--- config.mk ---
export PLATFORM = sky130hd
export DESIGN_NAME = mem_tester
export DESIGN_NICKNAME = d
export VERILOG_FILES = /design/src/mem_pkg.sv /design/src/mem_tester.sv
export VERILOG_INCLUDE_DIRS = /design/src
export SDC_FILE = /design/constraint.sdc
export NUM_CORES = 1
export LEC_CHECK = 0
export BUFFER_PORTS_ARGS = -buffer_cell sky130_fd_sc_hd__buf_2
export CAP_MARGIN = 30
export CORE_UTILIZATION = 35
export DETAILED_ROUTE_END_ITERATION = 10
export GPL_TIMING_DRIVEN = 1
export PLACE_DENSITY_LB_ADDON = 0.08
export SYNTH_ARGS = -nofsm -noshare
export SYNTH_HDL_FRONTEND = slang
export SYNTH_SLANG_ARGS = --single-unit
--- constraint.sdc ---
create_clock -name clk_i -period 2.4 [get_ports clk_i]
set_input_delay 0.12 -clock clk_i [delete_from_list [all_inputs] [get_ports clk_i]]
set_output_delay 0.12 -clock clk_i [all_outputs]
set_load 0.01 [all_outputs]
--- src/wrapper_defines.svh ---
/*
 * Shared constants for the board wrapper and its memory blocks.
 * MCTRL_DATA_W must be a multiple of 8 and equal to 64, since a pattern
 * word is two 32-bit halves. TEST_WORDS must not exceed 2**MCTRL_ADDR_W.
 */
`ifndef WRAPPER_DEFINES_SVH
`define WRAPPER_DEFINES_SVH

// Memory bus widths
`define MCTRL_DATA_W 64
`define MCTRL_ADDR_W 8

// Reset synchroniser depth
`define RST_STAGES 4

// Controller timing, counted in system clock cycles
`define CALIB_CYCLES 20
`define REFRESH_PERIOD 32
`define READ_LAT 3

// Tester sizing
`define TEST_WORDS 16
`define ERR_W 16

`endif
--- src/mem_pkg.sv ---
/*
 * Memory bus payload types and the tester phase encoding.
 * Widths follow the macros of the wrapper defines header.
 * One mask bit covers one data byte.
 */
`include "wrapper_defines.svh"

package mem_pkg;

    // ##################################################
    // Memory controller bus
    // ##################################################

    // Word address, not byte address
    typedef logic [`MCTRL_ADDR_W-1:0] mctrl_addr_t;

    // One full data beat
    typedef logic [`MCTRL_DATA_W-1:0] mctrl_data_t;

    // Byte enables, bit b covers data[8*b +: 8]
    typedef logic [`MCTRL_DATA_W/8-1:0] mctrl_mask_t;

    // ##################################################
    // Pattern tester
    // ##################################################

    // Phases of one test run
    typedef enum logic [1:0] {
        IDLE,  // Waiting for start
        WRITE, // Issuing pattern writes
        READ,  // Issuing read commands
        DRAIN  // Waiting for the last read data
    } tester_state_e;

endpackage : mem_pkg

--- src/mem_tester.sv ---
/*
 * Memory pattern tester for the mctrl handshake.
 * Word a for seed s is {s, s ^ a}, with a zero-extended to 32 bits.
 * start_i is honoured only while idle. err_cnt_o saturates and holds
 * from done_o until the next start. Read data must come back in order.
 */
`timescale 1ns/1ps
`include "wrapper_defines.svh"

module mem_tester (
    input  logic                  clk_i,
    input  logic                  rst_n_i,

    // Control
    input  logic                  start_i,
    input  logic                  verify_only_i,
    input  logic [31:0]           seed_i,

    // Command
    output logic                  mctrl_cmd_valid_o,
    output logic                  mctrl_cmd_read_o,
    output mem_pkg::mctrl_addr_t  mctrl_cmd_addr_o,
    input  logic                  mctrl_cmd_ready_i,

    // Write data
    output logic                  mctrl_wdata_valid_o,
    output mem_pkg::mctrl_data_t  mctrl_wdata_o,
    output mem_pkg::mctrl_mask_t  mctrl_wmask_o,
    input  logic                  mctrl_wdata_ready_i,

    // Read data
    input  logic                  mctrl_rdata_valid_i,
    input  mem_pkg::mctrl_data_t  mctrl_rdata_i,

    // Result
    output logic                  done_o,
    output logic [`ERR_W-1:0]     err_cnt_o
);

    // Counter wide enough to hold TEST_WORDS itself
    localparam int unsigned CntW = $clog2(`TEST_WORDS) + 1;

    // Expected word for a seed and address
    function automatic mem_pkg::mctrl_data_t pattern(
        input logic [31:0]          seed,
        input mem_pkg::mctrl_addr_t addr
    );
        return {seed, seed ^ 32'(addr)};
    endfunction

    // ##################################################
    // State
    // ##################################################

    mem_pkg::tester_state_e state_q;
    logic [31:0]            seed_q;
    logic [CntW-1:0]        issue_cnt_q;
    logic [CntW-1:0]        exp_cnt_q;
    logic [`ERR_W-1:0]      err_cnt_q;
    logic                   done_q;

    mem_pkg::mctrl_addr_t   issue_addr;
    mem_pkg::mctrl_addr_t   exp_addr;
    logic                   cmd_fire;
    logic                   last_issue;
    logic                   mismatch;

    assign issue_addr = mem_pkg::mctrl_addr_t'(issue_cnt_q);
    assign exp_addr   = mem_pkg::mctrl_addr_t'(exp_cnt_q);
    assign last_issue = (issue_cnt_q == CntW'(`TEST_WORDS - 1));

    // ##################################################
    // Bus outputs
    // ##################################################

    // Valids come straight from the phase, so they hold until accepted
    assign mctrl_cmd_valid_o   = (state_q == mem_pkg::WRITE) || (state_q == mem_pkg::READ);
    assign mctrl_cmd_read_o    = (state_q == mem_pkg::READ);
    assign mctrl_cmd_addr_o    = issue_addr;
    assign mctrl_wdata_valid_o = (state_q == mem_pkg::WRITE);
    assign mctrl_wdata_o       = pattern(seed_q, issue_addr);
    assign mctrl_wmask_o       = '1;

    // Writes also need the data channel
    assign cmd_fire = mctrl_cmd_valid_o && mctrl_cmd_ready_i
                   && (mctrl_cmd_read_o || mctrl_wdata_ready_i);

    // Check in arrival order
    assign mismatch = (mctrl_rdata_i != pattern(seed_q, exp_addr));

    // ##################################################
    // Phase machine
    // ##################################################

    always_ff @(posedge clk_i or negedge rst_n_i) begin
        if (!rst_n_i) begin
            state_q     <= mem_pkg::IDLE;
            issue_cnt_q <= '0;
            exp_cnt_q   <= '0;
            err_cnt_q   <= '0;
            done_q      <= 1'b0;
        end else begin
            done_q <= 1'b0;
            case (state_q)
                mem_pkg::IDLE: begin
                    if (start_i) begin
                        issue_cnt_q <= '0;
                        exp_cnt_q   <= '0;
                        err_cnt_q   <= '0;
                        // Verify-only skips the write pass
                        state_q     <= verify_only_i ? mem_pkg::READ : mem_pkg::WRITE;
                    end
                end
                mem_pkg::WRITE: begin
                    if (cmd_fire) begin
                        issue_cnt_q <= last_issue ? '0 : issue_cnt_q + 1'b1;
                        if (last_issue) state_q <= mem_pkg::READ;
                    end
                end
                mem_pkg::READ: begin
                    if (cmd_fire) begin
                        issue_cnt_q <= issue_cnt_q + 1'b1;
                        if (last_issue) state_q <= mem_pkg::DRAIN;
                    end
                end
                mem_pkg::DRAIN: begin
                    // All words back, report once
                    if (exp_cnt_q == CntW'(`TEST_WORDS)) begin
                        done_q  <= 1'b1;
                        state_q <= mem_pkg::IDLE;
                    end
                end
                default: state_q <= mem_pkg::IDLE;
            endcase

            // Read data tracking, runs beside the phase logic
            if (mctrl_rdata_valid_i && state_q != mem_pkg::IDLE) begin
                exp_cnt_q <= exp_cnt_q + 1'b1;
                if (mismatch && err_cnt_q != '1) begin
                    err_cnt_q <= err_cnt_q + 1'b1;
                end
            end
        end
    end

    // Seed is payload, latched on start only
    always_ff @(posedge clk_i) begin
        if (state_q == mem_pkg::IDLE && start_i) begin
            seed_q <= seed_i;
        end
    end

    assign done_o    = done_q;
    assign err_cnt_o = err_cnt_q;

endmodule : mem_tester

# Word level (Yosys, flattened, before mapping)
# Index checks and enable logic that the tools add are counted.
[classes]
n_addsub = 3
n_eq_ne = 13
mux = 21
n_bitwise = 2
n_reduce_logical = 15
[op_table]
columns = ["operator", "count"]
rows = [
  ["$mux W16", 4],
  ["$ne A64 B64 Y1", 1],
  ["$xor A32 B5 Y32", 2],
  ["$mux W5", 6],
  ["$add A16 B1 Y16 const B", 1],
  ["$ne A16 B16 Y1 const B", 1],
  ["$pmux W5 S3", 1],
  ["$mux W2", 7],
  ["$add A5 B1 Y5 const B", 2],
  ["$ne A2 B1 Y1 const B", 4],
  ["$pmux W2 S4", 1],
  ["$reduce_and A6 Y1", 1],
  ["$reduce_bool A2 Y1", 3],
  ["$eq A5 B4 Y1 const B", 1],
  ["$eq A5 B5 Y1 const B", 1],
  ["$logic_and A1 B1 Y1", 5],
  ["$eq A2 B2 Y1 const B", 2],
  ["$ne A2 B2 Y1 const B", 2],
  ["$reduce_and A4 Y1", 1],
  ["$reduce_bool A3 Y1", 1],
  ["$eq A2 B1 Y1 const B", 1],
  ["$logic_not A2 Y1", 1],
  ["$logic_or A1 B1 Y1", 2],
  ["$mux W1", 2],
  ["$reduce_and A2 Y1", 1],
]
[word_totals]
regBits = 61
inputBits = 103
output_inout_bits = 100
word_cells = 60

# Depth between registers and ports, before layout
# Gate-level depths: netlist of the first run.
[depth]
word_depth = 6
ltp_mapped = 9
mapped_depth_nobuf = 9

# Worst setup path before layout of the first run
# OpenSTA, ideal clock, no wires.
[synth_path]
kind = "register to register"
from = "register seed_q[28]"
to = "register err_cnt_q[10] (netlist: err_cnt_o[10])"
setup_ps = 87
arrival_ps = 2269
required_ps = 2313
slack_ps = 44
path_stages_with_launch = 9
n_path_buf = 2
synth_period_minus_slack_ps = 2356
path_cell_list = "edfxtp_1 xor2_1 nor4_2 o2111ai_1 or4_1 buf_2 o31a_1 buf_6 o221ai_2"
[synth_via]
elab_chain_len = 5
[synth_rtl]
columns = ["element", "line_no", "source"]
rows = [
  ["start, declared", "mem_tester.sv:56", "logic [31:0] seed_q;"],
  ["start signal, assigned", "mem_tester.sv:149", "seed_q <= seed_i;"],
  ["$xor A32 B5 Y32", "mem_tester.sv:48", "return {seed, seed ^ 32'(addr)};"],
  ["$ne A64 B64 Y1 (*)", "mem_tester.sv:89", "assign mismatch = (mctrl_rdata_i != pattern(seed_q, exp_addr));"],
  ["$logic_and A1 B1 Y1 (*)", "mem_tester.sv:139", "if (mismatch && err_cnt_q != '1) begin"],
  ["$mux W16 (*)", "mem_tester.sv:139", ""],
  ["$mux W16 (*)", "mem_tester.sv:137", "if (mctrl_rdata_valid_i && state_q != mem_pkg::IDLE) begin"],
  ["end signal, assigned", "mem_tester.sv:140", "err_cnt_q <= err_cnt_q + 1'b1;"],
  ["end, declared", "mem_tester.sv:59", "logic [`ERR_W-1:0] err_cnt_q;"],
]
# Mark *: on every way between the ends. The rest lies on a longest branch, timed or not.
# A chain may end at the register's enable or synchronous reset.

# Worst setup path in the final report of the first run
[layout_path]
from = "register seed_q[29]"
to = "register err_cnt_q[4] (netlist: err_cnt_o[4])"
# The elaborated chain is that of the path after synthesis.

==> qor.csv, run 1 <==
stage;metric;value;unit
pwr;combPwrFrac;39.6;%
pwr;power_switching;1.566;mW
setup_path;worstPathArrival;2730;ps
job;drv_cap;0;
setup_path;crit_path_max_fanout;6;
synthesis;synth_area_leaders;edfxtp_1, dfrtp_1, buf_4;
placement;hpwl;8.205;mm
die;initial_core_util;36.02;%
cells_and_area;multiInputGateArea;0.001707;sq mm
clocking;clock-root-buffer;clkbuf_8;
die;core_area;0.01028;sq mm
synthesis;ys.flop_type;edfxtp_1;
pwr;seq_power_share;36.4;%
synthesis;synth.ff_latch_count;61;
routing;drtIter0Drc;205;
status;status;finished, violations left;
placement;place_area;0.004740;sq mm
cells_and_area;final-seq-area;0.001687;sq mm
pwr;clkPwrFrac;24.0;%
routing;vias_per_cell;4.749;
routing;totalWireLength;10.87;mm
sta;rsz0062_at_grt;yes;
sta;relSlewSlack;54.49;%
global_routing;antenna_found_initial;0;
synthesis;yosys_warnings;0;
cells_and_area;drive_gt1_share;42.24;%
die;num_rows;37;
pwr;sw_frac_of_total;36.53;%
synthesis;synth_top_area_cell;edfxtp_1;
die;die_h;104.9;um
sta;setup_viol;16;
routing;drt-wirelength-per-cell;14.64;um
setup_path;path_class;flop to flop;
setup_path;max_stage_delay;600;ps
synthesis;netlist.area_leader.share;25.95;%
sta;tightest_slew;682.6;ps
synthesis;netlist_area;0.003702;sq mm
global_routing;grt_max_degree;30;
placement;dp_cells;684;
clocking;cts.clk_slew.worst_paths;70;ps
pwr;power.total;4.287;mW
global_routing;track_usage;19.45;%
setup_path;startpoint_type;flop;
cells_and_area;syn2layout_area_growth;46.98;%
placement;gp_congestion;0.7867;
placement;io_buffer_count;191;
synthesis;synthTopCellsByCount;buf_4, edfxtp_1, xor2_1;
global_routing;grt_pass1_vias;3388;
sta;setup_slack;-82.84;ps
clocking;cts_tree;built;
die;die_w;104.9;um
routing;drtPass1Iterations;4;
setup_path;crit_buf_inv;1;
routing;drc;0;
sta;post-route-period-util;103.5;%
synthesis;synth_edf_count;32;
pwr;internal_power;2.721;mW
clocking;clk_latency;330;ps
cells_and_area;diodes;0;
setup_path;worstPathCellList;buf_6 > xor2_2 > nor4_2 > nand4_1 > or4_4 > o31a_4 > o221ai_2;
status;failed_checks;setup timing;
pwr;p_per_area;787.9;mW/mm^2
setup_path;required;2640;ps
clocking;cts_buffers;9;
global_routing;grt-ovfl-total;0;
clocking;clkSinkCount;61;
cells_and_area;fillCellCount;961;
routing;vias;3524;
setup_path;path_delay_family;simple AND/OR/NAND/NOR gates;
setup_path;slowest_stage;or4_4;
synthesis;avgSynthCellArea;10.09;sq um
synthesis;postSynth.asyncResetShare;47.54;%
cells_and_area;nets;714;
cells_and_area;final_cell_count_no_fill;742;
synthesis;seq_area_frac_synth;45.56;%
die;pin_count;203;
routing;final_antenna_net_count;0;
sta;fmax;402.8;MHz
setup_path;end_kind;flop;
pwr;ir_worst_vdd;0.0006309;V
clocking;htree_levels;3;
hold_path;holdCritPathClass;input pin to flop;
sta;finalClockSkew;11.00;ps
die;die_area;0.01099;sq mm
synthesis;syn_inst;367;
pwr;p_leak;2.620;nW
setup_path;reg2reg_slack;-80;ps
synthesis;synth_most_common_cell;buf_4;
sta;finalHoldViolCount;0;
cells_and_area;fin_area;0.005441;sq mm
sta;final_max_slew_viol_count;0;
sta;period_needed;2483;ps
synthesis;ys_types;41;
global_routing;grt_pass1_wl;16.91;mm
clocking;clock_path_buffers;2;
## power groups by stage
stage	clock network [mW]	registers [mW]	logic (mW)
final	1.03	1.56	1.70
after global routing	1.11	1.59	1.89
after CTS	1.06	1.56	1.65
after detailed placement	0	1.58	1.57
after global placement	0	1.57	1.56
after floorplan	0	1.63	0.928
## cell families (layout without fill, tap and decap cells)
kind of cell             count (synthesis)  count (layout)  share of synthesized area, %
AND/OR/NAND/NOR                        113             113                         15.95
buffers and inverters                   69             298                         11.12
flip-flops                              61              61                         45.56
AO/OA/AOI/OAI                           58              59                         10.78
XOR/XNOR                                47              47                         11.12
adder cells (fa/ha/maj)                 10              10                         3.380
multiplexers                             7               7                         1.893
other                                    2              11                        0.2028
## routing by layer
| metal | routed length, um | up-vias | track usage [%] |
|---|---|---|---|
| met5 | 0 | - | 0 |
| met4 | 119 | 0 | 7.243 |
| met3 | 538 | 8 | 3.431 |
| met2 | 5540 | 119 | 34.06 |
| met1 | 4666 | 1660 | 23.80 |
| li1 | - | 1737 | - |
## registers in the layout, indices dropped and copies added, names as in the netlist
register / count
err_cnt_o: 16
state_q: 2
done_o: 1
issue_cnt_q: 5
seed_q: 32
exp_cnt_q: 5
## worst register-to-register path, cell delays in order, from the launching register on
cell	delay, ps
edfxtp_1	430
buf_6	150
xor2_2	140
nor4_2	350
nand4_1	130
or4_4	600
o31a_4	430
o221ai_2	170
## final cells by class
cell class | instances | share of cell area [%]
multi-input cells | 247 | 31.36
flip-flops and latches | 61 | 31.00
repair buffers | 259 | 28.81
well taps | 136 | 3.127
clock buffers | 10 | 2.529
clock inverters | 6 | 1.587
inverters | 23 | 1.587
## through the flow
stage | TNS, ps | hold slack [ps] | setup WS [ps] | util, %
3_3_place_gp | -745.3 | 209.2 | -116.6 | 46.12
2_1_floorplan | 0 | -175.6 | 44.39 | -
4_1_cts | 0 | 94.09 | 9.090 | 51.96
3_5_place_dp | -1512 | 211.2 | -169.5 | 46.12
6_report | -809.6 | 105.1 | -82.84 | 52.95
5_1_grt | -1591 | 153.5 | -133.7 | 52.95
## placed cells by master, fill, tap and decap left out, drive strengths merged, types with 10 or more instances in the layout
| master | synthesis | routed |
|---|---|---|
| buf | 41 | 226 |
| dlygate4sd3 | 0 | 33 |
| edfxtp | 32 | 32 |
| xor2 | 31 | 31 |
| dfrtp | 29 | 29 |
| nand2 | 26 | 26 |
| inv | 23 | 23 |
| o21ai | 23 | 23 |
| nor3 | 17 | 17 |
| xnor2 | 16 | 16 |
| and3 | 16 | 16 |
| nor2 | 13 | 13 |
| nand3 | 11 | 11 |
| conb | 2 | 11 |
| ha | 10 | 10 |
| clkbuf | 5 | 10 |
| o221ai | 10 | 10 |
## final timing paths
check / from / endpoint / cells past startpoint
worst max-delay path: seed_q[29]$_DFFE_PP_ / err_cnt_o[4]$_DFF_PN0_ / 7
worst min-delay path: verify_only_i / state_q[0]$_DFFE_PN0P_ / 4
worst max register to register: seed_q[29]$_DFFE_PP_ / err_cnt_o[4]$_DFF_PN0_ / 7
worst min register to register: err_cnt_o[15]$_DFF_PN0_ / err_cnt_o[15]$_DFF_PN0_ / 1
max in group asynchronous: rst_n_i / state_q[0]$_DFFE_PN0P_ / 2
min in group asynchronous: rst_n_i / err_cnt_o[13]$_DFF_PN0_ / 2
## what timing repair did
| item | 4_1_cts | 5_1_grt |
|---|---|---|
| buffers inserted | 2 | 6 |
| pin swaps | 1 | 9 |
| endpoints found under the setup margin | 16 | 14 |
| hold endpoints to repair | 61 | 0 |
| hold buffers | 33 | 0 |
| gates cloned | 0 | 1 |
| resized for setup | 6 | 9 |
Power figures use the tool's default switching activity.
==> inputs of run 2 (changes only) <==
Settings changed: CELL_PAD_IN_SITES_DETAIL_PLACEMENT set to 0, CELL_PAD_IN_SITES_GLOBAL_PLACEMENT set to 1, CORE_UTILIZATION 35 to 29.
==> qor.csv, run 2 (synthesis gave the netlist of run 1 again) <==
stage;metric;value;unit
global_routing;track_usage;17.25;%
routing;drt-wirelength-per-cell;14.86;um
routing;drtIter0Drc;137;
cells_and_area;final_common_cell;buf_2;
die;pin_count;203;
pwr;ir_worst_vdd;0.0004140;V
sta;setup_viol;0;
setup_path;reg2reg_to;err_cnt_o[1]$_DFF_PN0_;
sta;setup_slack;27.23;ps
clocking;clkSinkCount;61;
sta;fmax;421.4;MHz
setup_path;ff2ff_path_depth;9;
clocking;clk_latency;320;ps
setup_path;startpoint_type;flop;
global_routing;grt_pass1_wl;17.22;mm
die;num_rows;40;
sta;relSlewSlack;51.23;%
cells_and_area;post-route-util;46.33;%
sta;finalHoldViolCount;0;
cells_and_area;nets;711;
sta;tightest_slew;731.5;ps
setup_path;reg2reg_slack;30;ps
cells_and_area;layout_common_cells;buf_2, dlygate4sd3_1, edfxtp_1;
placement;gp_congestion;0.7650;
cells_and_area;syn2layout_area_growth;52.82;%
sta;post-route-period-util;98.87;%
clocking;cts.clk_slew.worst_paths;60;ps
clocking;cts_buffers;9;
setup_path;crit_end;err_cnt_o[1]$_DFF_PN0_;
routing;totalWireLength;11.47;mm
setup_path;crit_path_max_fanout;6;
global_routing;grt_max_degree;33;
setup_path;startpoint;seed_q[29]$_DFFE_PP_;
routing;final_antenna_net_count;0;
cells_and_area;drive_gt1_share;43.45;%
cells_and_area;largest-register;seed_q;
die;die_w;115.0;um
sta;finalClockSkew;9.252;ps
setup_path;slowest_stage;or4_4;
placement;dp_cells;716;
placement;io_buffer_count;191;
clocking;htree_levels;3;
setup_path;worstReg2RegStart;seed_q[29]$_DFFE_PP_;
placement;place_area;0.004780;sq mm
routing;drc;0;
placement;hpwl;8.895;mm
setup_path;end_kind;flop;
sta;rsz0062_at_grt;yes;
pwr;p_leak;2.663;nW
cells_and_area;fin_area;0.005658;sq mm
routing;drtPass1Iterations;4;
routing;vias_per_cell;4.541;
clocking;clock_path_buffers;2;
status;status;completed;
sta;final_max_slew_viol_count;0;
setup_path;worstPathCellList;buf_6 > xor2_2 > nor4_2 > nand4_1 > or4_4 > buf_12 > o21ai_4 > buf_6 > mux2i_1;
cells_and_area;largest_reg_flops;32;
cells_and_area;final_cell_count_no_fill;772;
sta;fin_tns_setup;0;ps
clocking;clock-root-buffer;clkbuf_16;
global_routing;grt_pass1_vias;3317;
pwr;p_per_area;828.6;mW/mm^2
setup_path;worstPathArrival;2620;ps
global_routing;antenna_found_initial;1;
clocking;cts_tree;built;
placement;post-place-ws;-84.78;ps
hold_path;holdCritPathClass;input pin to flop;
setup_path;path_class;flop to flop;
die;core_area;0.01221;sq mm
global_routing;grt-ovfl-total;0;
setup_path;required;2650;ps
sta;period_needed;2373;ps
setup_path;crit_path_frequent_cell;buf_6;
routing;vias;3506;
die;die_h;115.0;um
setup_path;max_stage_delay;590;ps
job;drv_cap;0;
die;initial_core_util;30.32;%
die;die_area;0.01322;sq mm
run 2: cell types whose count changed in the layout (fill, tap and decap cells not counted), sizes merged:
cell | previous run | this run
clkbuf | 10 | 12
o31a | 2 | 1
buf | 226 | 223
diode | 0 | 1
clkinv | 1 | 0
run 2: worst min path at each step:
stage / from / endpoint / slack [ps] / cells past startpoint
after floorplan: rst_n_i / done_o$_DFF_PN0_ / -180 / 0
after global placement: rst_n_i / err_cnt_o[5]$_DFF_PN0_ / 240 / 1
after detailed placement: rst_n_i / err_cnt_o[5]$_DFF_PN0_ / 240 / 1
after CTS: seed_i[22] / seed_q[22]$_DFFE_PP_ / 0.8 / 1
after global routing: verify_only_i / state_q[1]$_DFFE_PN0P_ / 130 / 3
final: verify_only_i / state_q[0]$_DFFE_PN0P_ / 90 / 4
run 2: layout make-up:
type	instances	area, sq um
inverters	23	86.33
multi-input cells	246	1758
repair buffers	257	1579
clock buffers	11	252.7
diodes	1	2.502
well taps	168	210.2
clock inverters	5	82.58
flip-flops and latches	61	1687
fillers	1260	6554
run 2: where the power goes:
part           switching, mW  leakage [nW]  internal, mW
registers              0.208         0.694          1.35
clock network          0.474         0.154         0.965
logic                  0.929          1.82         0.764
run 2: metrics by stage:
stage / total power [mW] / hold slack, ps
floorplan: 2.560 / -175.6
global placement: 3.171 / 240.1
detailed placement: 3.173 / 237.0
CTS: 4.696 / 0.7600
global route: 5.003 / 126.0
finish: 4.688 / 92.39
run 2: timing repair:
item	in CTS	in global routing
gates resized for setup	3	23
hold endpoints to repair	60	1
cloned	0	1
endpoints found under the setup margin	13	16
hold buffers	32	1
pin swaps	0	16
setup buffers	1	4
run 2: layer usage:
metal  GRT usage (%)  wire (um)
met5               0          0
met4           6.753        129
met3           3.637        711
met2           29.68       5626
met1           21.12       5001
run 2: critical path: cells and delay by family, from the launching register on:
kind | cells | cell delay (ps)
simple gates | 3 | 1010
xor+xnor | 1 | 140
buf+inv | 3 | 440
mux | 1 | 160
compound gates | 1 | 130
flops | 1 | 400
